$ cat config.mk
export PLATFORM = sky130hd
export DESIGN_NAME = console_regs
export DESIGN_NICKNAME = d
export VERILOG_FILES = /design/src/bus_pkg.sv /design/src/soc_map_pkg.sv /design/src/console_regs.sv
export SDC_FILE = /design/constraint.sdc
export NUM_CORES = 1
export LEC_CHECK = 0
export ABC_CLOCK_PERIOD_IN_PS = 800
export BUFFER_PORTS_ARGS = -buffer_cell sky130_fd_sc_hd__buf_4
export CELL_PAD_IN_SITES_DETAIL_PLACEMENT = 1
export CELL_PAD_IN_SITES_GLOBAL_PLACEMENT = 2
export CORE_UTILIZATION = 24
export CTS_CLUSTER_DIAMETER = 80
export DETAILED_ROUTE_END_ITERATION = 7
export PLACE_DENSITY = 0.86
export SYNTH_ARGS = -nofsm -noshare
export SYNTH_HDL_FRONTEND = slang
export SYNTH_SLANG_ARGS = --single-unit
$ cat constraint.sdc
create_clock -name clk_i -period 0.8 [get_ports clk_i]
set_clock_uncertainty 0.05 [all_clocks]
set_input_delay 0.08 -clock clk_i [delete_from_list [all_inputs] [get_ports clk_i]]
set_output_delay 0.08 -clock clk_i [all_outputs]
set_load 0.01 [all_outputs]
$ cat src/bus_pkg.sv
// Bus widths and credit counts of the requester port
// Shared by every module that sits on the request or response path
package bus_pkg;

  localparam int unsigned DataWidth = 64;
  localparam int unsigned StrbWidth = DataWidth / 8;

  // Credits held by the requester and by the router after reset
  localparam int unsigned ReqCredits = 2;
  localparam int unsigned RspCredits = 2;

  localparam int unsigned MaxCredits =
    (ReqCredits > RspCredits) ? ReqCredits : RspCredits;
  localparam int unsigned CreditCntWidth = $clog2(MaxCredits + 1);

  localparam logic [CreditCntWidth-1:0] RspCreditInit = CreditCntWidth'(RspCredits);

  // Request FIFO pointers, one entry per request credit
  localparam int unsigned ReqPtrWidth = (ReqCredits > 1) ? $clog2(ReqCredits) : 1;
  localparam logic [ReqPtrWidth-1:0] ReqLastPtr = ReqPtrWidth'(ReqCredits - 1);

endpackage

$ cat src/soc_map_pkg.sv
// Memory map of the system bus and the address layout seen by the targets
// The router decodes regions with it, the targets pick words and bytes with it
package soc_map_pkg;

  localparam int unsigned AddrWidth = 32;

  // Region bases and lengths in bytes
  localparam logic [AddrWidth-1:0] RomBase    = 32'h0001_0000;
  localparam logic [AddrWidth-1:0] RomLength  = 32'h0001_0000;
  localparam logic [AddrWidth-1:0] UartBase   = 32'h1000_0000;
  localparam logic [AddrWidth-1:0] UartLength = 32'h0000_1000;
  localparam logic [AddrWidth-1:0] DramBase   = 32'h8000_0000;
  localparam logic [AddrWidth-1:0] DramLength = 32'h0000_0800;

  // Address split into upper bits, 64-bit word index and byte offset
  localparam int unsigned UpperWidth      = 21;
  localparam int unsigned IndexWidth      = 8;
  localparam int unsigned OffsetWidth     = 3;
  localparam int unsigned ConsoleOffWidth = IndexWidth + OffsetWidth;
  localparam int unsigned SramWords       = 2 ** IndexWidth;

  typedef enum logic [1:0] {ROM, UART, DRAM, NONE} target_e;

  typedef union packed {
    logic [AddrWidth-1:0] flat;
    struct packed {
      logic [UpperWidth-1:0]  upper;
      logic [IndexWidth-1:0]  index;
      logic [OffsetWidth-1:0] offset;
    } fields;
  } addr_word_u;

  // Boot image, repeats every BootWords words across the ROM region
  localparam int unsigned BootWords   = 8;
  localparam int unsigned BootIdxWidth = $clog2(BootWords);
  localparam logic [bus_pkg::DataWidth-1:0] BootImage [BootWords] = '{
    64'h0000_0297_0182_8293, 64'h0002_8067_0000_0013,
    64'h1000_0537_0480_0593, 64'h00b5_0023_0000_0073,
    64'hdead_beef_cafe_f00d, 64'h0123_4567_89ab_cdef,
    64'hfedc_ba98_7654_3210, 64'h5a5a_a5a5_0f0f_f0f0
  };

  // Console register offsets inside the UART region
  localparam logic [ConsoleOffWidth-1:0] ConsoleTxOff   = 11'h000;
  localparam logic [ConsoleOffWidth-1:0] ConsoleExitOff = 11'h008;
  localparam int unsigned ExitWidth = 32;

endpackage

$ cat src/console_regs.sv
// Mock console in the UART region with a transmit register and an exit code
// Writes to the transmit offset emit one byte, the exit code is readable back
`timescale 1ns/10ps

module console_regs (
  input  logic                                    clk_i,
  input  logic                                    arst_n_i,
  input  logic                                    sel_i,
  input  logic                                    write_i,
  input  logic [soc_map_pkg::ConsoleOffWidth-1:0] off_i,
  input  logic [bus_pkg::DataWidth-1:0]           wdata_i,
  output logic [bus_pkg::DataWidth-1:0]           rdata_o,
  output logic                                    tx_valid_o,
  output logic [7:0]                              tx_data_o,
  output logic [soc_map_pkg::ExitWidth-1:0]       exit_o
);

  logic wr_tx;
  logic wr_exit;

  assign wr_tx   = sel_i && write_i && (off_i == soc_map_pkg::ConsoleTxOff);
  assign wr_exit = sel_i && write_i && (off_i == soc_map_pkg::ConsoleExitOff);

  always_ff @(posedge clk_i or negedge arst_n_i) begin
    if (!arst_n_i) begin
      tx_valid_o <= 1'b0;
      exit_o     <= '0;
    end else begin
      tx_valid_o <= wr_tx;
      if (wr_exit) begin
        exit_o <= wdata_i[soc_map_pkg::ExitWidth-1:0];
      end
    end
  end

  // Low byte goes out with the tx pulse
  always_ff @(posedge clk_i) begin
    if (wr_tx) begin
      tx_data_o <= wdata_i[7:0];
    end
  end

  // Only the exit register reads back, everything else is zero
  always_ff @(posedge clk_i) begin
    if (sel_i && !write_i) begin
      if (off_i == soc_map_pkg::ConsoleExitOff) begin
        rdata_o <= bus_pkg::DataWidth'(exit_o);
      end else begin
        rdata_o <= '0;
      end
    end
  end

endmodule

; ---- Word level (Yosys, flattened, before mapping)
; Cells that the tools add are included.
[word_totals]
elab_cells = 12
register_bits = 105
[classes]
reduce_logical = 6
eq_ne = 1
[ops]
columns = operator, count
row1 = == test 11 x 4 -> 1 bit (second input constant), 1
row2 = logical NOT 11 bit, 1
row3 = logical AND 1 bit, 4
row4 = logical NOT 1 bit, 1

; ---- Longest topological paths before layout
[logic_depth]
ltp_word = 2
ltp_mapped = 4

; ---- Worst setup path before layout
; OpenSTA, ideal clock, no wires.
[synth_timing]
path_type = input-to-reg
startpoint = input port write_i
endpoint = register rdata_o[0] (netlist name), enable pin
t_required_ns = 0.325
cell_stages = 1
t_arrival_ns = 1.532
setup_ns = 0.425
path_buffers = 0
slack_ns = -1.208
cell_sequence = nor2b_1
[synth_between]
elab_chain_cells = 2
[synth_lines]
columns = item, line_no
row1 = start: declaration, console_regs.sv:9  ; input logic write_i,
row2 = logical NOT 1 bit, console_regs.sv:45  ; if (sel_i && !write_i) begin
row3 = logical AND 1 bit, console_regs.sv:45
row4 = end signal: assignment, console_regs.sv:47  ; rdata_o <= bus_pkg::DataWidth'(exit_o);
row5 = end: declaration, console_regs.sv:12  ; output logic [bus_pkg::DataWidth-1:0] rdata_o,
; No other way between the ends.
; A chain may end at the register's enable or synchronous reset.

; ---- Final worst setup path
[layout_timing]
startpoint = input port off_i[2] (netlist name)
endpoint = register exit_o[20] (netlist name)
[layout_between]
elab_chain_cells = 2
[layout_lines]
columns = item, line_no
row1 = start: declaration, console_regs.sv:10  ; input logic [soc_map_pkg::ConsoleOffWidth-1:0] off_i,
row2 = == test 11 x 4 -> 1 bit, console_regs.sv:22  ; assign wr_exit = sel_i && write_i && (off_i == soc_map_pkg::ConsoleExitOff);
row3 = logical AND 1 bit, console_regs.sv:22
row4 = end signal: assignment, console_regs.sv:31  ; exit_o <= wdata_i[soc_map_pkg::ExitWidth-1:0];
row5 = end: declaration, console_regs.sv:15  ; output logic [soc_map_pkg::ExitWidth-1:0] exit_o
; No other way between the ends.

==> impl_metrics.csv <==
group,metric,value,unit
worst_setup_path,cp-startpoint,"off_i[2]",
pwr,ir_worst_vdd,1.03,mV
cts,clkSinkCount,73,
synthesis,synth_most_common_cell,"edfxtp_1",
routing,drc_errors,0,
cts,cts_tree,"built",
routing,ant_nets,0,
worst_setup_path,cp-end-kind,"register",
routing,vias,2125,
floorplanning,die_h,115,um
timing,finalSetupViolCount,146,
routing,avgViaCountPerCell,3.86,
cells_and_area,area_growth,74.3,%
synthesis,ys_seq_elements,73,
synthesis,async_flop_share,45.2,%
cts,cts.root.buffer_cell,"clkbuf_16",
global_routing,grt_pass1_wl,13100,um
timing,finalCriticalPeriod,1.20,ns
cts,numCtsBuffers,9,
floorplanning,fp.dieW,115,um
global_routing,antenna_found_initial,0,
global_routing,grt_max_degree,34,
cts,clk_latency,0.32,ns
status,status,"complete, but fails checks",
floorplanning,io_pins,184,
worst_setup_path,cp-start-kind,"primary input",
timing,timing.final.ws_setup,-0.400,ns
placement,routabilityCongestion,0.732,
routing,first_pass_iters,3,
floorplanning,die_area,13200,um2
status,violations,"hold timing, setup timing",
floorplanning,rows,40,
worst_setup_path,reg2reg_slack,-0.20,ns
synthesis,synth_commonest_cells,"edfxtp_1, dfrtp_1, and2_1, buf_4, mux2_4",
pwr,p_total,9.09,mW
synthesis,synth_cell_types,17,
synthesis,synth_ff_type,"edfxtp_1",
worst_setup_path,cp_num_buf_inv,3,
global_routing,grt_use_met2,26.0,%
synthesis,yosysWarnings,0,
cells_and_area,nFillCells,1274,
pwr,power_density,1700,nW/um2
min_path,holdCritPathClass,"in -> reg",
worst_setup_path,cp.required,0.95,ns
cells_and_area,drive_gt1_share,61.0,%
cts,cts_buffer_depth,2,
worst_setup_path,timing.rr.end,"rdata_o[1]$_SDFFCE_PP0P_",
floorplanning,initial_core_util,25.1,%
timing,fin_crit_sh,150,%
synthesis,synthCells,186,
worst_setup_path,crit_cells,6,
global_routing,grt_pass1_vias,2359,
routing,drt-total-wl,9090,um
cts,cts_max_level,3,
synthesis,syn_area,3070,um2
worst_setup_path,rr_startpoint,"exit_o[1]$_DFFE_PN0P_",
global_routing,gr-max-usage-layer,"met2",
pwr,p_leak,2.60,nW
global_routing,grt_usage,13.4,%
cells_and_area,n_antenna_cell,0,
placement,numPortBuffers,119,
timing,max_freq,834,MHz
worst_setup_path,r2r_cells,2,
floorplanning,core,12200,um2
timing,hold_viol,24,
worst_setup_path,cp_data_arrival_time,1.35,ns
worst_setup_path,slowest_stage,"mux2_4",
routing,drt_first_iter_violations,106,
cells_and_area,final_nets,456,
global_routing,overflow,0,
timing,fin_hold_ws,-0.0575,ns
worst_setup_path,path_cells,"buf_6 -> nor4_4 -> buf_4 -> nand4_4 -> buf_12 -> mux2_4",
global_routing,met3_usage,3.27,%
worst_setup_path,crit_fanout,32,
synthesis,synth.top_cell.area_share,39.2,%
worst_setup_path,endpoint,"exit_o[20]$_DFFE_PN0P_",
cts,clk_pin_slew,0.06,ns
synthesis,synth_edf_count,40,
worst_setup_path,critPathTopFamily,"buffers and inverters",
global_routing,use_met1,13.8,%
timing,rsz0062_at_grt,"true",
worst_setup_path,critPathKind,"in -> reg",
placement,dp_hpwl,5460,um
synthesis,ys_seq_area_share,66.1,%
synthesis,synth_area_leaders,"edfxtp_1, dfrtp_1, mux2_4",
synthesis,synth_largest_area_cell,"edfxtp_1",
cts,hold_buffers,9,
timing,fin_tns_setup,-40.12,ns
synthesis,synth_area_per_cell,16.5,um2
timing,final-max-slew-violation-count,0,
flow_run,drv_cap,0,
worst_setup_path,slowest_delay,0.33,ns
routing,wl_per_cell,16.5,um
==> worst min path at each step <==
stage	from	end	slack, ns	cells past startpoint
after global placement	arst_n_i	exit_o[29]$_DFFE_PN0P_	0.02	1
after floorplan	arst_n_i	exit_o[0]$_DFFE_PN0P_	-0.27	0
after global routing	wdata_i[30]	exit_o[30]$_DFFE_PN0P_	-0.06	2
after CTS	wdata_i[30]	exit_o[30]$_DFFE_PN0P_	-0.07	2
final	wdata_i[30]	exit_o[30]$_DFFE_PN0P_	-0.06	2
after detailed placement	arst_n_i	exit_o[29]$_DFFE_PN0P_	0.02	1
==> registers in the layout, indices dropped and copies added, names as in the netlist <==
| register | cells |
|---|---|
| exit_o | 32 |
| rdata_o | 32 |
| tx_data_o | 8 |
| tx_valid_o | 1 |
==> where the power goes <==
group	total, mW	internal [mW]	switching, mW
Combinational	0.627	0.334	0.293
Sequential	4.05	4.02	0.0298
Clock	4.41	2.90	1.51
==> cell families (layout without fill, tap and decap cells) <==
group | after synthesis | in the layout | share of synthesized area, %
flip-flops | 73 | 73 | 66.1
AND/OR/NAND/NOR | 42 | 42 | 9.09
buffers and inverters | 38 | 203 | 9.30
multiplexers | 32 | 32 | 15.4
other | 1 | 32 | 0.122
==> per-layer routing <==
layer	vias to the layer above	share of wire, %
met2	95	57
met5	-	0
met1	1054	36
met3	12	6.3
li1	964	-
met4	0	1.0
==> per-stage QoR <==
| step | hold WS, ns | utilization (%) | setup WS, ns | instance area [um2] | instances |
|---|---|---|---|---|---|
| finish | -0.0575 | 43.8 | -0.400 | 5350 | 550 |
| CTS | -0.0698 | 43.5 | -0.352 | 5310 | 551 |
| global route | -0.0621 | 43.8 | -0.405 | 5350 | 550 |
| floorplan | -0.266 | - | -0.467 | 3220 | 217 |
| detailed placement | 0.0208 | 35.2 | -0.699 | 4300 | 494 |
| global placement | 0.0165 | 35.2 | -0.655 | 4300 | 494 |
==> layout by cell type, fill, tap and decap left out, drive strengths merged <==
master / Yosys / layout
buf: 35 / 177
edfxtp: 40 / 40
dfrtp: 33 / 33
and2: 32 / 32
conb: 1 / 32
mux2: 32 / 32
clkbuf: 3 / 13
dlygate4sd3: 0 / 9
nor3: 3 / 3
bufinv: 0 / 2
clkinvlp: 0 / 2
nor2b: 1 / 1
nor4: 1 / 1
nand3: 1 / 1
nand2: 1 / 1
and4: 1 / 1
and3: 1 / 1
nand4: 1 / 1
==> what timing repair did <==
| action | 4_1_cts | 5_1_grt |
|---|---|---|
| cloned | 1 | 1 |
| buffers inserted | 31 | 0 |
| setup endpoints to repair | 146 | 146 |
| resized for setup | 86 | 16 |
| hold endpoints to repair | 73 | 24 |
| pin swaps | 0 | 2 |
==> layout make-up <==
type / count / area (um2) / area share [%]
clock buffers: 12 / 256 / 4.80
flip-flops and latches: 73 / 2030 / 37.9
well taps: 168 / 210 / 3.93
clock inverters: 4 / 75.1 / 1.40
repair buffers: 187 / 1840 / 34.4
multi-input cells: 106 / 936 / 17.5
Power figures use the tool's default switching activity.
