===== src/bus_pkg.sv =====
// Bus widths and credit counts of the requester port
// Shared by every module that sits on the request or response path
package bus_pkg;

  localparam int unsigned DataWidth = 64;
  localparam int unsigned StrbWidth = DataWidth / 8;

  // Credits held by the requester and by the router after reset
  localparam int unsigned ReqCredits = 2;
  localparam int unsigned RspCredits = 2;

  localparam int unsigned MaxCredits =
    (ReqCredits > RspCredits) ? ReqCredits : RspCredits;
  localparam int unsigned CreditCntWidth = $clog2(MaxCredits + 1);

  localparam logic [CreditCntWidth-1:0] RspCreditInit = CreditCntWidth'(RspCredits);

  // Request FIFO pointers, one entry per request credit
  localparam int unsigned ReqPtrWidth = (ReqCredits > 1) ? $clog2(ReqCredits) : 1;
  localparam logic [ReqPtrWidth-1:0] ReqLastPtr = ReqPtrWidth'(ReqCredits - 1);

endpackage


===== src/soc_map_pkg.sv =====
// Memory map of the system bus and the address layout seen by the targets
// The router decodes regions with it, the targets pick words and bytes with it
package soc_map_pkg;

  localparam int unsigned AddrWidth = 32;

  // Region bases and lengths in bytes
  localparam logic [AddrWidth-1:0] RomBase    = 32'h0001_0000;
  localparam logic [AddrWidth-1:0] RomLength  = 32'h0001_0000;
  localparam logic [AddrWidth-1:0] UartBase   = 32'h1000_0000;
  localparam logic [AddrWidth-1:0] UartLength = 32'h0000_1000;
  localparam logic [AddrWidth-1:0] DramBase   = 32'h8000_0000;
  localparam logic [AddrWidth-1:0] DramLength = 32'h0000_0800;

  // Address split into upper bits, 64-bit word index and byte offset
  localparam int unsigned UpperWidth      = 21;
  localparam int unsigned IndexWidth      = 8;
  localparam int unsigned OffsetWidth     = 3;
  localparam int unsigned ConsoleOffWidth = IndexWidth + OffsetWidth;
  localparam int unsigned SramWords       = 2 ** IndexWidth;

  typedef enum logic [1:0] {ROM, UART, DRAM, NONE} target_e;

  typedef union packed {
    logic [AddrWidth-1:0] flat;
    struct packed {
      logic [UpperWidth-1:0]  upper;
      logic [IndexWidth-1:0]  index;
      logic [OffsetWidth-1:0] offset;
    } fields;
  } addr_word_u;

  // Boot image, repeats every BootWords words across the ROM region
  localparam int unsigned BootWords   = 8;
  localparam int unsigned BootIdxWidth = $clog2(BootWords);
  localparam logic [bus_pkg::DataWidth-1:0] BootImage [BootWords] = '{
    64'h0000_0297_0182_8293, 64'h0002_8067_0000_0013,
    64'h1000_0537_0480_0593, 64'h00b5_0023_0000_0073,
    64'hdead_beef_cafe_f00d, 64'h0123_4567_89ab_cdef,
    64'hfedc_ba98_7654_3210, 64'h5a5a_a5a5_0f0f_f0f0
  };

  // Console register offsets inside the UART region
  localparam logic [ConsoleOffWidth-1:0] ConsoleTxOff   = 11'h000;
  localparam logic [ConsoleOffWidth-1:0] ConsoleExitOff = 11'h008;
  localparam int unsigned ExitWidth = 32;

endpackage


===== src/req_buffer.sv =====
// Request FIFO sized to the request credits, so it can never overflow
// Each pop of the head gives one credit back to the requester
`timescale 1ns/10ps

module req_buffer (
  input  logic                                clk_i,
  input  logic                                arst_n_i,
  input  logic                                req_valid_i,
  input  logic                                req_write_i,
  input  logic [soc_map_pkg::AddrWidth-1:0]   req_addr_i,
  input  logic [bus_pkg::DataWidth-1:0]       req_wdata_i,
  input  logic [bus_pkg::StrbWidth-1:0]       req_strb_i,
  input  logic                                pop_i,
  output logic                                head_valid_o,
  output logic                                head_write_o,
  output logic [soc_map_pkg::AddrWidth-1:0]   head_addr_o,
  output logic [bus_pkg::DataWidth-1:0]       head_wdata_o,
  output logic [bus_pkg::StrbWidth-1:0]       head_strb_o,
  output logic                                req_credit_o
);

  logic                              write_mem [bus_pkg::ReqCredits];
  logic [soc_map_pkg::AddrWidth-1:0] addr_mem  [bus_pkg::ReqCredits];
  logic [bus_pkg::DataWidth-1:0]     wdata_mem [bus_pkg::ReqCredits];
  logic [bus_pkg::StrbWidth-1:0]     strb_mem  [bus_pkg::ReqCredits];

  logic [bus_pkg::ReqPtrWidth-1:0]    wr_ptr_q;
  logic [bus_pkg::ReqPtrWidth-1:0]    rd_ptr_q;
  logic [bus_pkg::CreditCntWidth-1:0] count_q;
  logic                               do_pop;

  function automatic logic [bus_pkg::ReqPtrWidth-1:0] next_ptr(
    input logic [bus_pkg::ReqPtrWidth-1:0] ptr
  );
    if (ptr == bus_pkg::ReqLastPtr) begin
      return '0;
    end
    return ptr + 1'b1;
  endfunction

  assign head_valid_o = (count_q != '0);
  assign do_pop       = pop_i && head_valid_o;
  assign req_credit_o = do_pop;

  assign head_write_o = write_mem[rd_ptr_q];
  assign head_addr_o  = addr_mem[rd_ptr_q];
  assign head_wdata_o = wdata_mem[rd_ptr_q];
  assign head_strb_o  = strb_mem[rd_ptr_q];

  always_ff @(posedge clk_i or negedge arst_n_i) begin
    if (!arst_n_i) begin
      wr_ptr_q <= '0;
      rd_ptr_q <= '0;
      count_q  <= '0;
    end else begin
      if (req_valid_i) begin
        wr_ptr_q <= next_ptr(wr_ptr_q);
      end
      if (do_pop) begin
        rd_ptr_q <= next_ptr(rd_ptr_q);
      end
      case ({req_valid_i, do_pop})
        2'b10:   count_q <= count_q + 1'b1;
        2'b01:   count_q <= count_q - 1'b1;
        default: count_q <= count_q;
      endcase
    end
  end

  // Entry storage
  always_ff @(posedge clk_i) begin
    if (req_valid_i) begin
      write_mem[wr_ptr_q] <= req_write_i;
      addr_mem[wr_ptr_q]  <= req_addr_i;
      wdata_mem[wr_ptr_q] <= req_wdata_i;
      strb_mem[wr_ptr_q]  <= req_strb_i;
    end
  end

endmodule


===== config.mk =====
export PLATFORM = sky130hd
export DESIGN_NAME = req_buffer
export DESIGN_NICKNAME = d
export VERILOG_FILES = /design/src/bus_pkg.sv /design/src/soc_map_pkg.sv /design/src/req_buffer.sv
export SDC_FILE = /design/constraint.sdc
export NUM_CORES = 1
export LEC_CHECK = 0
export ABC_AREA = 1
export CAP_MARGIN = 0
export CORE_ASPECT_RATIO = 0.75
export CORE_MARGIN = 4
export CORE_UTILIZATION = 39
export CTS_CLUSTER_DIAMETER = 80
export CTS_CLUSTER_SIZE = 20
export DETAILED_ROUTE_END_ITERATION = 10
export DONT_BUFFER_PORTS = 1
export REMOVE_ABC_BUFFERS = 1
export SLEW_MARGIN = 0
export SYNTH_ARGS = -nofsm -noshare
export SYNTH_HDL_FRONTEND = slang
export SYNTH_SLANG_ARGS = --single-unit

===== constraint.sdc =====
create_clock -name clk_i -period 8.9 [get_ports clk_i]
set_input_delay 0.445 -clock clk_i [delete_from_list [all_inputs] [get_ports clk_i]]
set_output_delay 0.445 -clock clk_i [all_outputs]
set_load 0.005 [all_outputs]

After elaboration in Yosys (flattened, before gate mapping)
Memory sizes are Yosys's and may differ from the RTL's.
Index checks and enable logic that the tools add are counted.
{ "op_classes": {"div_mod_pow": 0, "eq_ne": 2, "mul": 0, "n_shift": 0, "bitwise": 0, "reduce_logical": 3, "n_addsub": 4, "order_cmp": 0, "mux": 11} }
{ "ops": {"columns": ["cell", "n"], "rows": [
  ["$mux 1", 10],
  ["$pmux 2 s2", 1],
  ["$reduce_bool 2->1", 2],
  ["$add 1x1->1 const B", 2],
  ["$add 2x1->2 const B", 1],
  ["$eq 2x1->1 const B", 1],
  ["$eq 2x2->1 const B", 1],
  ["$sub 2x1->2 const B", 1],
  ["$logic_and 1x1->1", 1]
]} }
{ "word_totals": {"mem_count": 4, "output_inout_bits": 107, "ram_bits": 210, "mem_bits_ro": 0, "latch_bits": 0, "reg_bits": 4} }
{ "mem_list": {"columns": ["memory", "words", "width", "rd", "rd_clocked_by_memory_dff", "write_ports", "line_no", "rtl"], "rows": [
  ["wdata_mem", 2, 64, 1, 0, 1, "req_buffer.sv:24", "logic [bus_pkg::DataWidth-1:0] wdata_mem [bus_pkg::ReqCredits];"],
  ["addr_mem", 2, 32, 1, 0, 1, "req_buffer.sv:23", "logic [soc_map_pkg::AddrWidth-1:0] addr_mem [bus_pkg::ReqCredits];"],
  ["strb_mem", 2, 8, 1, 0, 1, "req_buffer.sv:25", "logic [bus_pkg::StrbWidth-1:0] strb_mem [bus_pkg::ReqCredits];"],
  ["write_mem", 2, 1, 1, 0, 1, "req_buffer.sv:22", "logic write_mem [bus_pkg::ReqCredits];"]
]} }

Longest topological paths before layout
{ "depth": {"depth_word": 4, "depth_mapped": 10, "ltp_nobuf": 10} }

Worst setup path before layout
OpenSTA, ideal clock, no wires.
{ "synth_path": {"kind": "in2reg", "start": "input port req_valid_i", "end": "memory addr_mem[0][0] (netlist name) (enable)", "path_buffers": 0, "setup_slack_ps": 3425, "setup_time_ps": 573, "cell_stages": 2, "t_arrival_ps": 4903, "t_required_ps": 8327, "cell_sequence": "inv_1 -> nor2_1"} }
{ "synth_via": {"elab_chain_len": 2} }
{ "synth_rtl": {"columns": ["element", "line_no", "rtl"], "rows": [
  ["start: declaration", "req_buffer.sv:8", "input logic req_valid_i,"],
  ["$mux 1", "req_buffer.sv:72", "if (req_valid_i) begin"],
  ["$mux 1 (not written as such)", "req_buffer.sv:74", "addr_mem[wr_ptr_q] <= req_addr_i;"],
  ["end: declaration", "req_buffer.sv:23", null]
]} }
No other way between the ends.

Final worst setup path
{ "layout_path": {"start": "register rd_ptr_q", "end": "output port head_wdata_o[59] (netlist name)"} }
{ "layout_via": {"elab_chain_len": 1} }
{ "layout_rtl": {"columns": ["element", "line_no", "rtl"], "rows": [
  ["start: declaration", "req_buffer.sv:28", "logic [bus_pkg::ReqPtrWidth-1:0] rd_ptr_q;"],
  ["start signal: assignment", "req_buffer.sv:60", "rd_ptr_q <= next_ptr(rd_ptr_q);"],
  ["$mem_v2 2x64", null, null],
  ["end: declaration", "req_buffer.sv:17", "output logic [bus_pkg::DataWidth-1:0] head_wdata_o,"]
]} }
No other way between the ends.

==> flow_summary.json <==
{
  "yosys.area.top_type": "edfxtp_1",
  "antenna_found_initial": 0,
  "fin_crit_sh_pct": 35.71,
  "seq_area_frac_synth_pct": 81.48,
  "synth_common_cells": "nand2_1 (324), edfxtp_1 (210), buf_2 (15)",
  "relSlewSlack_pct": 21.70,
  "powerDensity_nw_per_um2": 309.1,
  "layout.cells.non_filler": 830,
  "overflow": 0,
  "pwr-share-seq_pct": 55.6,
  "clk_pin_slew_worst_paths_ns": 0.08,
  "cpMostUsedCell": "nand2_1",
  "ys_warn_count": 0,
  "hold_start": "req_valid_i",
  "grt_max_degree": 108,
  "cts.path.max_buffers": 3,
  "firstDrtPassIters": 4,
  "hp-class": "in -> reg",
  "tns_ns": 0,
  "first_global_vias": 4041,
  "synth_top_family_by_area": "simple AND/OR/NAND/NOR gates",
  "wl_per_cell_um": 18.24,
  "r2r_slack_ns": 6.58,
  "post-cts-setup-buffers": 0,
  "clk_latency_ns": 0.47,
  "cp_slowest_cell": "dfrtp_4",
  "critPathLaunchType": "flip-flop",
  "coreArea_um2": 19600,
  "path_max_fanout": 107,
  "status": "finished clean",
  "ff2ff_path_depth": 3,
  "yosysMostFrequentCell": "nand2_1",
  "syn2layout_area_growth_pct": 7.686,
  "synthFlopType": "edfxtp_1",
  "io_pins": 216,
  "synthArstFlopShare_pct": 1.869,
  "cts_tree": "done",
  "die-height_um": 131.0,
  "met2_wirelength_um": 6885,
  "hold_buffers": 1,
  "place_area_um2": 8058,
  "crit_path_max_incr_delay_ns": 1.14,
  "num_rows": 44,
  "pwr-share-comb_pct": 21.0,
  "switching_share_pct": 32.09,
  "clockPowerShare_pct": 23.3,
  "synth-xor-area-share_pct": 0.2228,
  "worst_pin_slew_ns": 1.175,
  "synth-simple-area-share_pct": 15.72,
  "synthCells": 576,
  "drc_errors": 0,
  "cp_cell_sequence": "inv_4 > nand2_1 > nand2_1",
  "wl_met1_um": 5467,
  "synth_top_area_share_pct": 80.20,
  "setup.worst_path.end_class": "primary output",
  "synth-seq-cells": 214,
  "cts_buffers": 14,
  "timing.rr.start": "rd_ptr_q$_DFFE_PN0P_",
  "drive_above_1_share_pct": 3.986,
  "routed_wl_um": 15140,
  "via_count": 3987,
  "power.internal_w": 0.001777,
  "root_buffer": "clkbuf_16",
  "synthAdderAreaFrac_pct": 0.1591,
  "portBuffers": 0,
  "regToRegEndpoint": "rd_ptr_q$_DFFE_PN0P_",
  "synth_area_leaders": "edfxtp_1 (80%), nand2_1 (15%), dfrtp_1 (1.3%), buf_2 (0.95%), buf_6 (0.86%)",
  "critPathKind": "reg -> out",
  "placed_cells": 809,
  "dp_hpwl_um": 9922,
  "netlist-cell-type-count": 14,
  "cp.arrival_ns": 2.73,
  "p_sw_w": 0.0008399,
  "synth.avg_cell_area_um2": 13.65,
  "cts.repair.resized": 0,
  "power.leakage_nw": 3.241,
  "syn-cell-area_um2": 7863,
  "pre_cts_ws_ns": 6.157,
  "maxUsedRoutingLayer": "met4",
  "wl_met3_um": 2483,
  "grt_first_pass_wirelength_um": 22160,
  "clock_skew_ns": 0.01909,
  "cp.required_ns": 8.46,
  "synth_compound_area_share_pct": 0,
  "setup_ws_ns": 5.722,
  "antenna_cells": 0,
  "max_freq_ghz": 0.3146,
  "die-area_um2": 22520,
  "gp_congestion": 0.7714,
  "hold_violations": 0,
  "synth_edf_count": 210,
  "fin_nets": 683,
  "avgViaCountPerCell": 4.804,
  "fin_area_um2": 8467,
  "rsz0062_at_grt": "false",
  "drt.antenna.violating_nets": 0,
  "start_util_pct": 40.12,
  "period_needed_ns": 3.178,
  "synth_mux_area_share_pct": 0,
  "clock-sinks": 214,
  "drv_slew": 0,
  "maxCapViolCount": 0,
  "holdPathEnd": "wr_ptr_q$_DFFE_PN0P_",
  "die_w_um": 172.0,
  "peakVddDrop_mv": 0.2380,
  "finalSetupViolCount": 0,
  "htreeDepth": 1,
  "hold_depth": 1,
  "grtUsageTotal_pct": 12.61,
  "drt-initial-drc-count": 275
}
==> cells in the final DEF (no fill, tap or decap), drive strengths merged <==
| master | synthesis | routed |
|---|---|---|
| nand2 | 324 | 324 |
| edfxtp | 210 | 210 |
| clkbuf | 0 | 19 |
| inv | 8 | 8 |
| dfrtp | 4 | 4 |
| buf | 23 | 3 |
| nand3 | 2 | 2 |
| nor2 | 1 | 1 |
| xnor2 | 1 | 1 |
| nand4 | 1 | 1 |
| xor2 | 1 | 1 |
| ha | 1 | 1 |
| clkinv | 0 | 1 |
| dlygate4sd3 | 0 | 1 |
==> layer usage <==
layer / global-route usage, % / up-vias
met5: 0 / -
met4: 3.050 / 0
met3: 8.271 / 18
met2: 20.30 / 180
met1: 14.10 / 1871
li1: - / 1918
==> worst max-delay path by stage <==
stage | start | end | slack (ns) | depth (start not counted)
CTS | rd_ptr_q$_DFFE_PN0P_ | head_wdata_o[12] | 5.62 | 3
finish | rd_ptr_q$_DFFE_PN0P_ | head_wdata_o[59] | 5.72 | 3
global route | rd_ptr_q$_DFFE_PN0P_ | head_wdata_o[12] | 5.38 | 3
global placement | rd_ptr_q$_DFFE_PN0P_ | head_wdata_o[10] | 6.25 | 3
detailed placement | rd_ptr_q$_DFFE_PN0P_ | head_wdata_o[59] | 6.16 | 3
floorplan | req_valid_i | addr_mem[0][0]$_DFFE_PP_ | 3.42 | 2
==> registers in the layout (all words and copies together) (netlist names) <==
signal,count
wdata_mem,128
addr_mem,64
strb_mem,16
count_q,2
write_mem,2
rd_ptr_q,1
wr_ptr_q,1
==> cells by family (layout without fill, tap and decap cells) <==
logic type,Yosys count,count (layout)
xor+xnor,2,2
simple gates,328,328
buf+inv,31,32
flops,214,214
fa+ha+maj,1,1
==> worst max-delay path, delay by kind of cell, from the launching register on <==
kind,cells,cell delay [ns]
flops,1,1.14
simple gates,2,0.34
buf+inv,1,0.65
==> stage by stage <==
stage	utilization, %	hold slack [ns]	power (W)
after floorplan	-	0.1494	0.001877
after global placement	41.11	0.1495	0.002024
after detailed placement	41.11	0.1496	0.002052
after CTS	43.20	0.03186	0.002663
after global routing	43.20	0.03313	0.002791
final	43.20	0.05477	0.002617
==> power groups by stage <==
stage	Clock, W	Combinational, W	Sequential, W
floorplan	0	0.000414	0.00146
global placement	0	0.000551	0.00147
detailed placement	0	0.000569	0.00148
CTS	0.000631	0.000571	0.00146
global route	0.000668	0.000642	0.00148
finish	0.000611	0.000551	0.00146
==> cell type report <==
cell class              instances  area, µm²
fillers                      1760      11130
flip-flops and latches        214       6410
multi-input cells             331       1274
clock buffers                  19      390.4
well taps                     253      316.6
inverters                       8      35.03
repair buffers                  4      32.53
clock inverters                 1      8.758
Power figures use the tool's default switching activity.
