`config.mk`:
```
export PLATFORM = sky130hd
export DESIGN_NAME = boot_rom
export DESIGN_NICKNAME = d
export VERILOG_FILES = /design/src/bus_pkg.sv /design/src/soc_map_pkg.sv /design/src/boot_rom.sv
export SDC_FILE = /design/constraint.sdc
export NUM_CORES = 1
export LEC_CHECK = 0
export ABC_AREA = 1
export BUFFER_PORTS_ARGS = -buffer_cell sky130_fd_sc_hd__buf_2
export CAP_MARGIN = 20
export CORE_AREA = 2 2 59 61
export DETAILED_ROUTE_END_ITERATION = 6
export DIE_AREA = 0 0 61 63
export HOLD_SLACK_MARGIN = 0.08
export PLACE_DENSITY = 0.76
export SETUP_SLACK_MARGIN = 0.05
export SLEW_MARGIN = 20
export SYNTH_ARGS = -nofsm -noshare
export SYNTH_HDL_FRONTEND = slang
export SYNTH_SLANG_ARGS = --single-unit
```
`constraint.sdc`:
```
create_clock -name clk_i -period 1.7 [get_ports clk_i]
set_input_delay 0.17 -clock clk_i [delete_from_list [all_inputs] [get_ports clk_i]]
set_output_delay 0.17 -clock clk_i [all_outputs]
set_load 0.02 [all_outputs]
```
`src/bus_pkg.sv`:
```
// Bus widths and credit counts of the requester port
// Shared by every module that sits on the request or response path
package bus_pkg;

  localparam int unsigned DataWidth = 64;
  localparam int unsigned StrbWidth = DataWidth / 8;

  // Credits held by the requester and by the router after reset
  localparam int unsigned ReqCredits = 2;
  localparam int unsigned RspCredits = 2;

  localparam int unsigned MaxCredits =
    (ReqCredits > RspCredits) ? ReqCredits : RspCredits;
  localparam int unsigned CreditCntWidth = $clog2(MaxCredits + 1);

  localparam logic [CreditCntWidth-1:0] RspCreditInit = CreditCntWidth'(RspCredits);

  // Request FIFO pointers, one entry per request credit
  localparam int unsigned ReqPtrWidth = (ReqCredits > 1) ? $clog2(ReqCredits) : 1;
  localparam logic [ReqPtrWidth-1:0] ReqLastPtr = ReqPtrWidth'(ReqCredits - 1);

endpackage

```
`src/soc_map_pkg.sv`:
```
// Memory map of the system bus and the address layout seen by the targets
// The router decodes regions with it, the targets pick words and bytes with it
package soc_map_pkg;

  localparam int unsigned AddrWidth = 32;

  // Region bases and lengths in bytes
  localparam logic [AddrWidth-1:0] RomBase    = 32'h0001_0000;
  localparam logic [AddrWidth-1:0] RomLength  = 32'h0001_0000;
  localparam logic [AddrWidth-1:0] UartBase   = 32'h1000_0000;
  localparam logic [AddrWidth-1:0] UartLength = 32'h0000_1000;
  localparam logic [AddrWidth-1:0] DramBase   = 32'h8000_0000;
  localparam logic [AddrWidth-1:0] DramLength = 32'h0000_0800;

  // Address split into upper bits, 64-bit word index and byte offset
  localparam int unsigned UpperWidth      = 21;
  localparam int unsigned IndexWidth      = 8;
  localparam int unsigned OffsetWidth     = 3;
  localparam int unsigned ConsoleOffWidth = IndexWidth + OffsetWidth;
  localparam int unsigned SramWords       = 2 ** IndexWidth;

  typedef enum logic [1:0] {ROM, UART, DRAM, NONE} target_e;

  typedef union packed {
    logic [AddrWidth-1:0] flat;
    struct packed {
      logic [UpperWidth-1:0]  upper;
      logic [IndexWidth-1:0]  index;
      logic [OffsetWidth-1:0] offset;
    } fields;
  } addr_word_u;

  // Boot image, repeats every BootWords words across the ROM region
  localparam int unsigned BootWords   = 8;
  localparam int unsigned BootIdxWidth = $clog2(BootWords);
  localparam logic [bus_pkg::DataWidth-1:0] BootImage [BootWords] = '{
    64'h0000_0297_0182_8293, 64'h0002_8067_0000_0013,
    64'h1000_0537_0480_0593, 64'h00b5_0023_0000_0073,
    64'hdead_beef_cafe_f00d, 64'h0123_4567_89ab_cdef,
    64'hfedc_ba98_7654_3210, 64'h5a5a_a5a5_0f0f_f0f0
  };

  // Console register offsets inside the UART region
  localparam logic [ConsoleOffWidth-1:0] ConsoleTxOff   = 11'h000;
  localparam logic [ConsoleOffWidth-1:0] ConsoleExitOff = 11'h008;
  localparam int unsigned ExitWidth = 32;

endpackage

```
`src/boot_rom.sv`:
```
// Boot ROM holding the fixed boot image
// Registered read one cycle after a select, writes never reach the array
`timescale 1ns/10ps

module boot_rom (
  input  logic                               clk_i,
  input  logic                               sel_i,
  input  logic [soc_map_pkg::IndexWidth-1:0] index_i,
  output logic [bus_pkg::DataWidth-1:0]      rdata_o
);

  logic [soc_map_pkg::BootIdxWidth-1:0] rom_idx;

  // Image wraps every BootWords words
  assign rom_idx = index_i[soc_map_pkg::BootIdxWidth-1:0];

  always_ff @(posedge clk_i) begin
    if (sel_i) begin
      rdata_o <= soc_map_pkg::BootImage[rom_idx];
    end
  end

endmodule

```
# [After elaboration in Yosys (flattened, before gate mapping)]
# Memories as Yosys holds them, arrays and structs flattened. A register that Yosys moved wholly into a read port is not among the register bits.
# Cells that the tools add are included.
[classes] bitwise=1
[ops] operator="3-bit inverter with 4-bit output" count=1
[word_totals] reg_bits=0 romBits=512 elab_cells=2 memories=1
[memory_table] name="(no name shown)" words=8 word_bits=64 rd=1 rd_clocked_by_memory_dff=1 wr=0 line="boot_rom.sv:19" text="rdata_o <= soc_map_pkg::BootImage[rom_idx];"

# [Depth between registers and ports, before layout]
# Gate-level depths: netlist of run 1.
[logic_depth] word_depth=1 depth_mapped=5 depth_no_buf=4

# [Worst setup path before layout of run 1]
# No wires, ideal clock.
[synth_timing] path_kind="flip-flop to output port" startpoint="reg, netlist name rdata_o[62]" endpoint="out rdata_o[13] (netlist name)" t_arrival_ps=760 t_required_ps=1530 path_slack_ps=770 stages_incl_launch_ff=2 n_path_buf=1 path_cell_list="edfxtp_1 -> buf_4"
[synth_lines] element="end, declared" line="boot_rom.sv:9" text="output logic [bus_pkg::DataWidth-1:0] rdata_o"

==> reports/qor.csv, run 1 <==
metric,value,unit
setup_viol,0,
p_total,1770,µW
antenna_cells,0,
cts_buffers,5,
grt_pass1_vias,790,
fp.dieH,63,µm
crit_path_max_incr_delay,0.47,ns
drt.antenna.violating_nets,0,
synth-simple-area-share,10.8,%
crit_type,register to primary output,
maxCapViolCount,0,
cts_sinks,34,
synth_area,0.00146,mm²
drtPass1Iterations,4,
routabilityCongestion,0.755,
critPathLaunchType,register,
drcViolationCount,0,
p_per_area,1060,mW/mm²
tightest_slew,0.424,ns
grt_pass1_wl,3660,µm
largest_register,rdata_o,
relSlewSlack,71.7,%
syn_to_final_growth,14.0,%
synth_cell_types,9,
dr_total_vias,898,
via_per_inst,4.36,
core_area,0.00323,mm²
synth_top_area_cell,edfxtp_1,
path_buf_inv,1,
synth_compound_area_share,0,%
synth-seq-cells,34,
num_rows,21,
synth_fa_ha_area_share,0,%
synth_top_family_by_area,buffers and inverters,
cts-htree-levels,2,
fin_crit_sh,68.8,%
synth_top_area_share,69.9,%
clkTransAtPathRegs,0.09,ns
drt_wl_total,2490,µm
clockBufferDepth,2,
port_buffers,68,
root_buffer,clkbuf_4,
status,finished clean,
utilization,51.6,%
endpoint_kind,primary output,
muxShareOfSynthArea,0,%
required,1.53,ns
reg.largest.list,rdata_o x34,
grt_max_degree,35,
cp.arrival,1.00,ns
ys_warn_count,0,
synth_most_common_cell,edfxtp_1,
leakage,0.000839,µW
synth_xor_area_share,0,%
synthFlopType,edfxtp_1,
synth.area.top_cells,"edfxtp_1 (70%), buf_4 (15%), nand2_1 (8.0%)",
syn_inst,117,
drt-initial-drc-count,37,
netlist_top_cells_count,"edfxtp_1 (34), nand2_1 (31), buf_4 (30)",
drive_above_1_share,46.9,%
fin_crit,1.17,ns
track_usage,13.7,%
critical_path.top_delay_family,flip-flops,
overflow,0,
path_cells,buf_2,
start_util,45.2,%
synth-edff-count,34,
critical_path.max_fanout,9,
die_w,61,µm
wl_per_cell,12.1,µm
synth.avg_cell_area,12.5,µm²
seq_area_frac_synth,69.9,%
fillers,293,
whs,0.192,ns
hold_buffers,0,
slew_viol_final,0,
dieArea,0.00384,mm²
slowest_stage,edfxtp_1,
async_flop_share,0,%
syn_nets,127,
cts_resized,0,
setup_tns,0,ns
max_clock_freq,854,MHz
postCtsSetupRepairBufs,0,
nets,171,
hpwl,1840,µm
hold_viol,0,
largest_register_ffs,34,
vdd_drop_max,0.000400,V
cts_tree,built,
rsz0062_at_grt,false,
min-delay-path-class,input port to register,
io_pins,74,
antenna_found_initial,0,
[cell families (layout without fill, tap and decap cells)]
logic type	count (synthesis)	count (layout)
buf+inv	43	86
flops	34	34
simple gates	40	40
[layout by cell type (no fill, tap or decap)]
master / count
buf_4: 1
clkbuf_4: 5
inv_2: 1
buf_2: 68
nand3_1: 6
edfxtp_1: 34
inv_1: 10
nand2_1: 31
nor2_1: 3
clkinv_1: 1
[worst paths after layout]
| kind | cells after the start | slack, ns | startpoint | end |
|---|---|---|---|---|
| max | 1 | 0.53 | rdata_o[62]$_SDFFCE_PN0P_ | rdata_o[57] |
| min | 2 | 0.19 | index_i[1] | rdata_o[34]$_DFFE_PP_ |
[routing by layer]
metal  up-vias  track usage (%)  share of wire, %
met5         -                0                 0
met4         0             6.52               2.3
met3         5             6.00                10
met2        59             22.7                50
met1       397             14.3                37
li1        437                -                 -
[through the flow]
stage | instances | area (µm²) | worst slack (ns)
after floorplan | 117 | 1460 | 0.770
after global placement | 200 | 1630 | 0.723
after detailed placement | 200 | 1630 | 0.696
after CTS | 206 | 1670 | 0.509
after global routing | 206 | 1670 | 0.437
final | 206 | 1670 | 0.530
[power breakdown]
| part | leakage, µW | internal (µW) | total [µW] | switching, µW |
|---|---|---|---|---|
| Combinational | 0.000484 | 102 | 368 | 266 |
| Sequential | 0.000331 | 1010 | 1030 | 26.9 |
| Clock | 0.0000246 | 141 | 372 | 231 |
| Total | 0.000839 | 1250 | 1770 | 524 |
[layout make-up]
cell class                      instances  area (µm²)  area share (%)
Sequential cell                        34        1020            61.3
Tap cell                               46        57.6            3.45
Inverter                               11        41.3            2.48
Multi-Input combinational cell         40         158            9.46
Clock buffer                            5        37.5            2.25
Timing Repair Buffer                   69         348            20.9
Clock inverter                          1        3.75           0.225
Power figures use the tool's default switching activity.
==> run 2, diff against run 1 <==
--- a/config.mk
+++ b/config.mk
@@ -5,14 +5,14 @@
 export SDC_FILE = /design/constraint.sdc
 export NUM_CORES = 1
 export LEC_CHECK = 0
-export ABC_AREA = 1
+export ABC_AREA = 0
 export BUFFER_PORTS_ARGS = -buffer_cell sky130_fd_sc_hd__buf_2
 export CAP_MARGIN = 20
-export CORE_AREA = 2 2 59 61
+export CORE_AREA = 2 2 64 66
 export DETAILED_ROUTE_END_ITERATION = 6
-export DIE_AREA = 0 0 61 63
+export DIE_AREA = 0 0 66 68
 export HOLD_SLACK_MARGIN = 0.08
-export PLACE_DENSITY = 0.76
+export PLACE_DENSITY = 0.7
 export SETUP_SLACK_MARGIN = 0.05
 export SLEW_MARGIN = 20
 export SYNTH_ARGS = -nofsm -noshare
==> constraint.sdc (replaced) <==
create_clock -name clk_i -period 1.02 [get_ports clk_i]
set_input_delay 0.102 -clock clk_i [delete_from_list [all_inputs] [get_ports clk_i]]
set_output_delay 0.102 -clock clk_i [all_outputs]
set_load 0.02 [all_outputs]
==> reports/qor.csv, run 2 <==
metric,value,unit
largest_register_ffs,34,
critPathLaunchType,register,
rsz0062_at_grt,true,
multi_input_area,228,µm²
drive_above_1_share,55.3,%
ys_warn_count,0,
hold_buffers,0,
fin_crit,1.04,ns
syn_nets,120,
track_usage,11.9,%
endpoint_kind,primary output,
register_area,0.00102,mm²
wl_per_cell,12.2,µm
critical_path.top_delay_family,flip-flops,
min-delay-path-class,input port to register,
cts_resized,14,
maxCapViolCount,0,
io_pins,74,
overflow,0,
cts-htree-levels,2,
relSlewSlack,82.9,%
synth_top_area_share,67.3,%
async_flop_share,0,%
die_w,66,µm
reg.largest.list,rdata_o x34,
grt_pass1_vias,791,
slew_viol_final,0,
synth_area,0.00152,mm²
via_per_inst,4.30,
tightest_slew,0.255,ns
dieArea,0.00449,mm²
routabilityCongestion,0.628,
design_area,0.00199,mm²
root_buffer,clkbuf_8,
fin_crit_sh,102,%
fillers,362,
final_common_cell,buf_2,
cts_buffers,5,
place_ws,0.0609,ns
crit_cells,1,
path_buf_inv,1,
cp-startpoint,rdata_o[62]$_SDFFCE_PN0P_,
whs,0.194,ns
status,"finished, violations left",
cp.arrival,0.94,ns
setup_viol,21,
drtPass1Iterations,4,
vdd_drop_max,0.00102,V
synth-seq-cells,34,
worstSetupEndpoint,rdata_o[45],
antenna_found_initial,0,
synth_top_area_cell,edfxtp_1,
hpwl,1860,µm
netlist_top_cells_count,"edfxtp_1 (34), buf_4 (30), nor2_1 (10)",
synth-edff-count,34,
p_per_area,1820,mW/mm²
nets,171,
drt-initial-drc-count,19,
cts_tree,built,
clockBufferDepth,2,
required,0.92,ns
postCtsSetupRepairBufs,0,
crit_type,register to primary output,
final_critical_path_setup_slack,-0.0242,ns
start_util,39.3,%
grt_pass1_wl,3760,µm
max_clock_freq,958,MHz
synth_most_common_cell,edfxtp_1,
path_cells,buf_2,
synthFlopType,edfxtp_1,
drt_wl_total,2580,µm
leakage,0.000869,µW
dr_total_vias,908,
slowest_stage,edfxtp_1,
hold_viol,0,
largest_register,rdata_o,
drcViolationCount,0,
cts_sinks,34,
core_area,0.00386,mm²
num_rows,23,
synth_cell_types,23,
grt_max_degree,18,
critical_path.max_fanout,9,
seq_area_frac_synth,67.3,%
fp.dieH,68,µm
antenna_cells,0,
final_cell_mix,"buf_2 (47), edfxtp_1 (34), buf_6 (21), nor2_1 (10), buf_4 (7)",
drt.antenna.violating_nets,0,
place_area,0.00176,mm²
port_buffers,68,
syn_to_final_growth,31.4,%
clkTransAtPathRegs,0.07,ns
violations,negative setup slack,
synth.avg_cell_area,13.8,µm²
synth.area.top_cells,"edfxtp_1 (67%), buf_4 (15%), nor2_1 (2.5%)",
syn_inst,110,
setup_tns,-0.326,ns
crit_path_max_incr_delay,0.46,ns
run 2: power by group:
part	switching (µW)	leakage [µW]	internal, µW
sequential	59.6	0.000331	1680
combinational	447	0.000486	293
clock	449	0.0000517	706
total	955	0.000869	2680
run 2: final cells by class:
| cell class | instances | area share (%) |
|---|---|---|
| Multi-Input combinational cell | 39 | 11.4 |
| Tap cell | 50 | 3.14 |
| Inverter | 4 | 0.753 |
| Timing Repair Buffer | 77 | 28.3 |
| Clock inverter | 2 | 1.69 |
| Sequential cell | 34 | 51.2 |
| Clock buffer | 5 | 3.45 |
run 2: per-stage QoR:
stage | utilization (%) | total power [µW] | std cells
detailed placement | 45.6 | 2420 | 204
CTS | 49.4 | 3620 | 211
floorplan | - | 2270 | 110
global route | 51.7 | 3790 | 211
global placement | 45.6 | 2410 | 204
finish | 51.7 | 3630 | 211
run 2: logic make-up (layout without fill, tap and decap cells):
| logic type | after synthesis | after routing | share of synthesized area (%) |
|---|---|---|---|
| adder cells (fa/ha/maj) | 1 | 1 | 0.743 |
| AO/OA/AOI/OAI | 7 | 7 | 2.72 |
| XOR/XNOR | 2 | 2 | 1.16 |
| buffers and inverters | 37 | 88 | 17.7 |
| flip-flops | 34 | 34 | 67.3 |
| AND/OR/NAND/NOR | 29 | 29 | 10.4 |
run 2: routing by layer:
layer | routed length (µm) | GRT usage (%) | vias up | share of wire (%)
li1 | - | - | 440 | -
met1 | 989 | 13.2 | 430 | 38
met2 | 1340 | 18.6 | 36 | 52
met3 | 234 | 6.74 | 2 | 9.1
met4 | 19 | 6.12 | 0 | 0.74
met5 | 0 | 0 | - | 0
run 2: how the worst min path moves through the flow:
stage | from | end | slack [ns] | depth (start not counted)
finish | index_i[2] | rdata_o[1]$_SDFFCE_PN1P_ | 0.19 | 2
detailed placement | index_i[2] | rdata_o[1]$_SDFFCE_PN1P_ | 0.50 | 2
CTS | index_i[2] | rdata_o[1]$_SDFFCE_PN1P_ | 0.19 | 2
floorplan | sel_i | rdata_o[10]$_DFFE_PP_ | 0.21 | 0
global route | index_i[2] | rdata_o[1]$_SDFFCE_PN1P_ | 0.20 | 2
global placement | index_i[2] | rdata_o[1]$_SDFFCE_PN1P_ | 0.48 | 2
==> run 3, diff against run 2 <==
--- a/config.mk
+++ b/config.mk
@@ -5,14 +5,14 @@
 export SDC_FILE = /design/constraint.sdc
 export NUM_CORES = 1
 export LEC_CHECK = 0
-export ABC_AREA = 0
+export ABC_AREA = 1
 export BUFFER_PORTS_ARGS = -buffer_cell sky130_fd_sc_hd__buf_2
 export CAP_MARGIN = 20
 export CORE_AREA = 2 2 64 66
 export DETAILED_ROUTE_END_ITERATION = 6
 export DIE_AREA = 0 0 66 68
 export HOLD_SLACK_MARGIN = 0.08
-export PLACE_DENSITY = 0.7
+export PLACE_DENSITY = 0.68
 export SETUP_SLACK_MARGIN = 0.05
 export SLEW_MARGIN = 20
 export SYNTH_ARGS = -nofsm -noshare
==> constraint.sdc (replaced) <==
create_clock -name clk_i -period 0.9 [get_ports clk_i]
set_input_delay 0.09 -clock clk_i [delete_from_list [all_inputs] [get_ports clk_i]]
set_output_delay 0.09 -clock clk_i [all_outputs]
set_load 0.02 [all_outputs]
==> reports/qor.csv, run 3 (same netlist as run 1, synthesis figures left out) <==
metric,value,unit
status,"finished, violations left",
violations,negative setup slack,
fp.dieH,68,µm
io_pins,74,
design_area,0.00212,mm²
cp.arrival,0.97,ns
critical_path.max_fanout,4,
internal_power,2890,µW
drcViolationCount,0,
antenna_cells,0,
largest_register_ffs,34,
grt_max_degree,23,
via_per_inst,4.19,
port_buffers,68,
power_switching,1130,µW
nets,178,
antenna_found_initial,0,
largest_register,rdata_o,
drt-initial-drc-count,32,
root_buffer,clkbuf_8,
clockBufferDepth,2,
hpwl,1800,µm
dr_total_vias,917,
leakage,0.00101,µW
max_clock_freq,946,MHz
routabilityCongestion,0.720,
die_w,66,µm
cts_sinks,34,
grt_pass1_vias,849,
drt_wl_total,2740,µm
track_usage,12.4,%
fin_crit,1.06,ns
cts_tree,built,
final_critical_path_setup_slack,-0.157,ns
final_common_cell,buf_6,
hold_buffers,0,
vdd_drop_max,0.00120,V
p_per_area,1900,mW/mm²
worstSetupEndpoint,rdata_o[30],
cts-htree-levels,2,
rsz0062_at_grt,true,
drtPass1Iterations,4,
final_cell_mix,"buf_6 (53), edfxtp_1 (34), nand2_1 (31), buf_2 (11), buf_4 (11)",
cp-startpoint,rdata_o[58]$_SDFFCE_PN0P_,
reg.largest.list,rdata_o x34,
fillers,346,
min-delay-path-class,input port to register,
clkTransAtPathRegs,0.07,ns
dieArea,0.00449,mm²
core_area,0.00386,mm²
tightest_slew,0.283,ns
seqPwrFrac,49.4,%
setup_viol,51,
cts_buffers,5,
critPathLaunchType,register,
overflow,0,
maxCapViolCount,0,
syn_to_final_growth,44.9,%
switching_share,28.1,%
hold_viol,0,
wl_per_cell,12.5,µm
fin_crit_sh,117,%
num_rows,23,
whs,0.154,ns
slew_viol_final,0,
grt_pass1_wl,3990,µm
endpoint_kind,primary output,
drive_above_1_share,49.1,%
drt.antenna.violating_nets,0,
required,0.81,ns
relSlewSlack,81.1,%
place_area,0.00167,mm²
start_util,37.9,%
crit_type,register to primary output,
combPwrFrac,24.5,%
p_clk_share,26.1,%
-- run 3: cell count changes in the layout (fill, tap and decap cells not counted), sizes merged, moves of 4 or more --
cell,previous run,this run
nand2,4,31
inv,4,11
nor2,10,3
nand3,0,6
nor2b,6,0
and2,4,0
-- run 3: final cells by class --
type	instances	area, µm²	share of cell area [%]
clock buffer	6	72.6	3.43
clock inverter	2	8.76	0.413
inverter	11	41.3	1.95
multi-input combinational	40	158	7.44
sequential	34	1020	48.2
tap	50	62.6	2.95
timing repair buffer	76	754	35.6
-- run 3: stage by stage --
stage | TNS (ns) | worst slack [ns] | power, µW | std cells | utilization (%)
6_report | -4.49 | -0.157 | 4030 | 219 | 54.9
2_1_floorplan | 0 | 0.0501 | 2560 | 117 | -
4_1_cts | -4.50 | -0.156 | 3890 | 217 | 49.5
3_3_place_gp | 0 | 0.0263 | 2690 | 207 | 43.2
3_5_place_dp | 0 | 0.0191 | 2700 | 207 | 43.2
5_1_grt | -6.71 | -0.198 | 4220 | 219 | 54.9
-- run 3: what timing repair did --
| item | 4_1_cts | 5_1_grt |
|---|---|---|
| hold endpoints to repair | 0 | 0 |
| buffers inserted | 2 | 2 |
| endpoints found under the setup margin | 64 | 64 |
| gates resized for setup | 49 | 63 |
-- run 3: worst min path at each step --
stage                     slack (ns)  cells after the start  startpoint                     to
after floorplan                 0.20                      0       sel_i  rdata_o[10]$_DFFE_PP_
after global placement          0.43                      2  index_i[1]  rdata_o[34]$_DFFE_PP_
after CTS                       0.14                      2  index_i[1]  rdata_o[34]$_DFFE_PP_
final                           0.15                      2  index_i[1]  rdata_o[34]$_DFFE_PP_
after global routing            0.15                      2  index_i[1]  rdata_o[34]$_DFFE_PP_
after detailed placement        0.44                      2  index_i[1]  rdata_o[34]$_DFFE_PP_
-- run 3: per-layer routing --
metal / vias up / part of all wire (%) / track usage, %
met5: - / 0 / 0
met4: 0 / 0 / 5.36
met3: 0 / 9.6 / 5.76
met2: 48 / 51 / 19.2
met1: 418 / 40 / 14.9
li1: 451 / - / -
-- run 3: power groups by stage --
stage	clock network [µW]	registers, µW	logic (µW)
after floorplan	0	2170	383
after global placement	0	1980	709
after detailed placement	0	1990	715
after CTS	1080	1970	833
after global routing	1170	2000	1050
final	1050	1990	985
-- run 3: critical path, cell delays in order, from the launching register on --
cell and delay (ns):
edfxtp_1 0.42, buf_6 0.15, buf_6 0.12
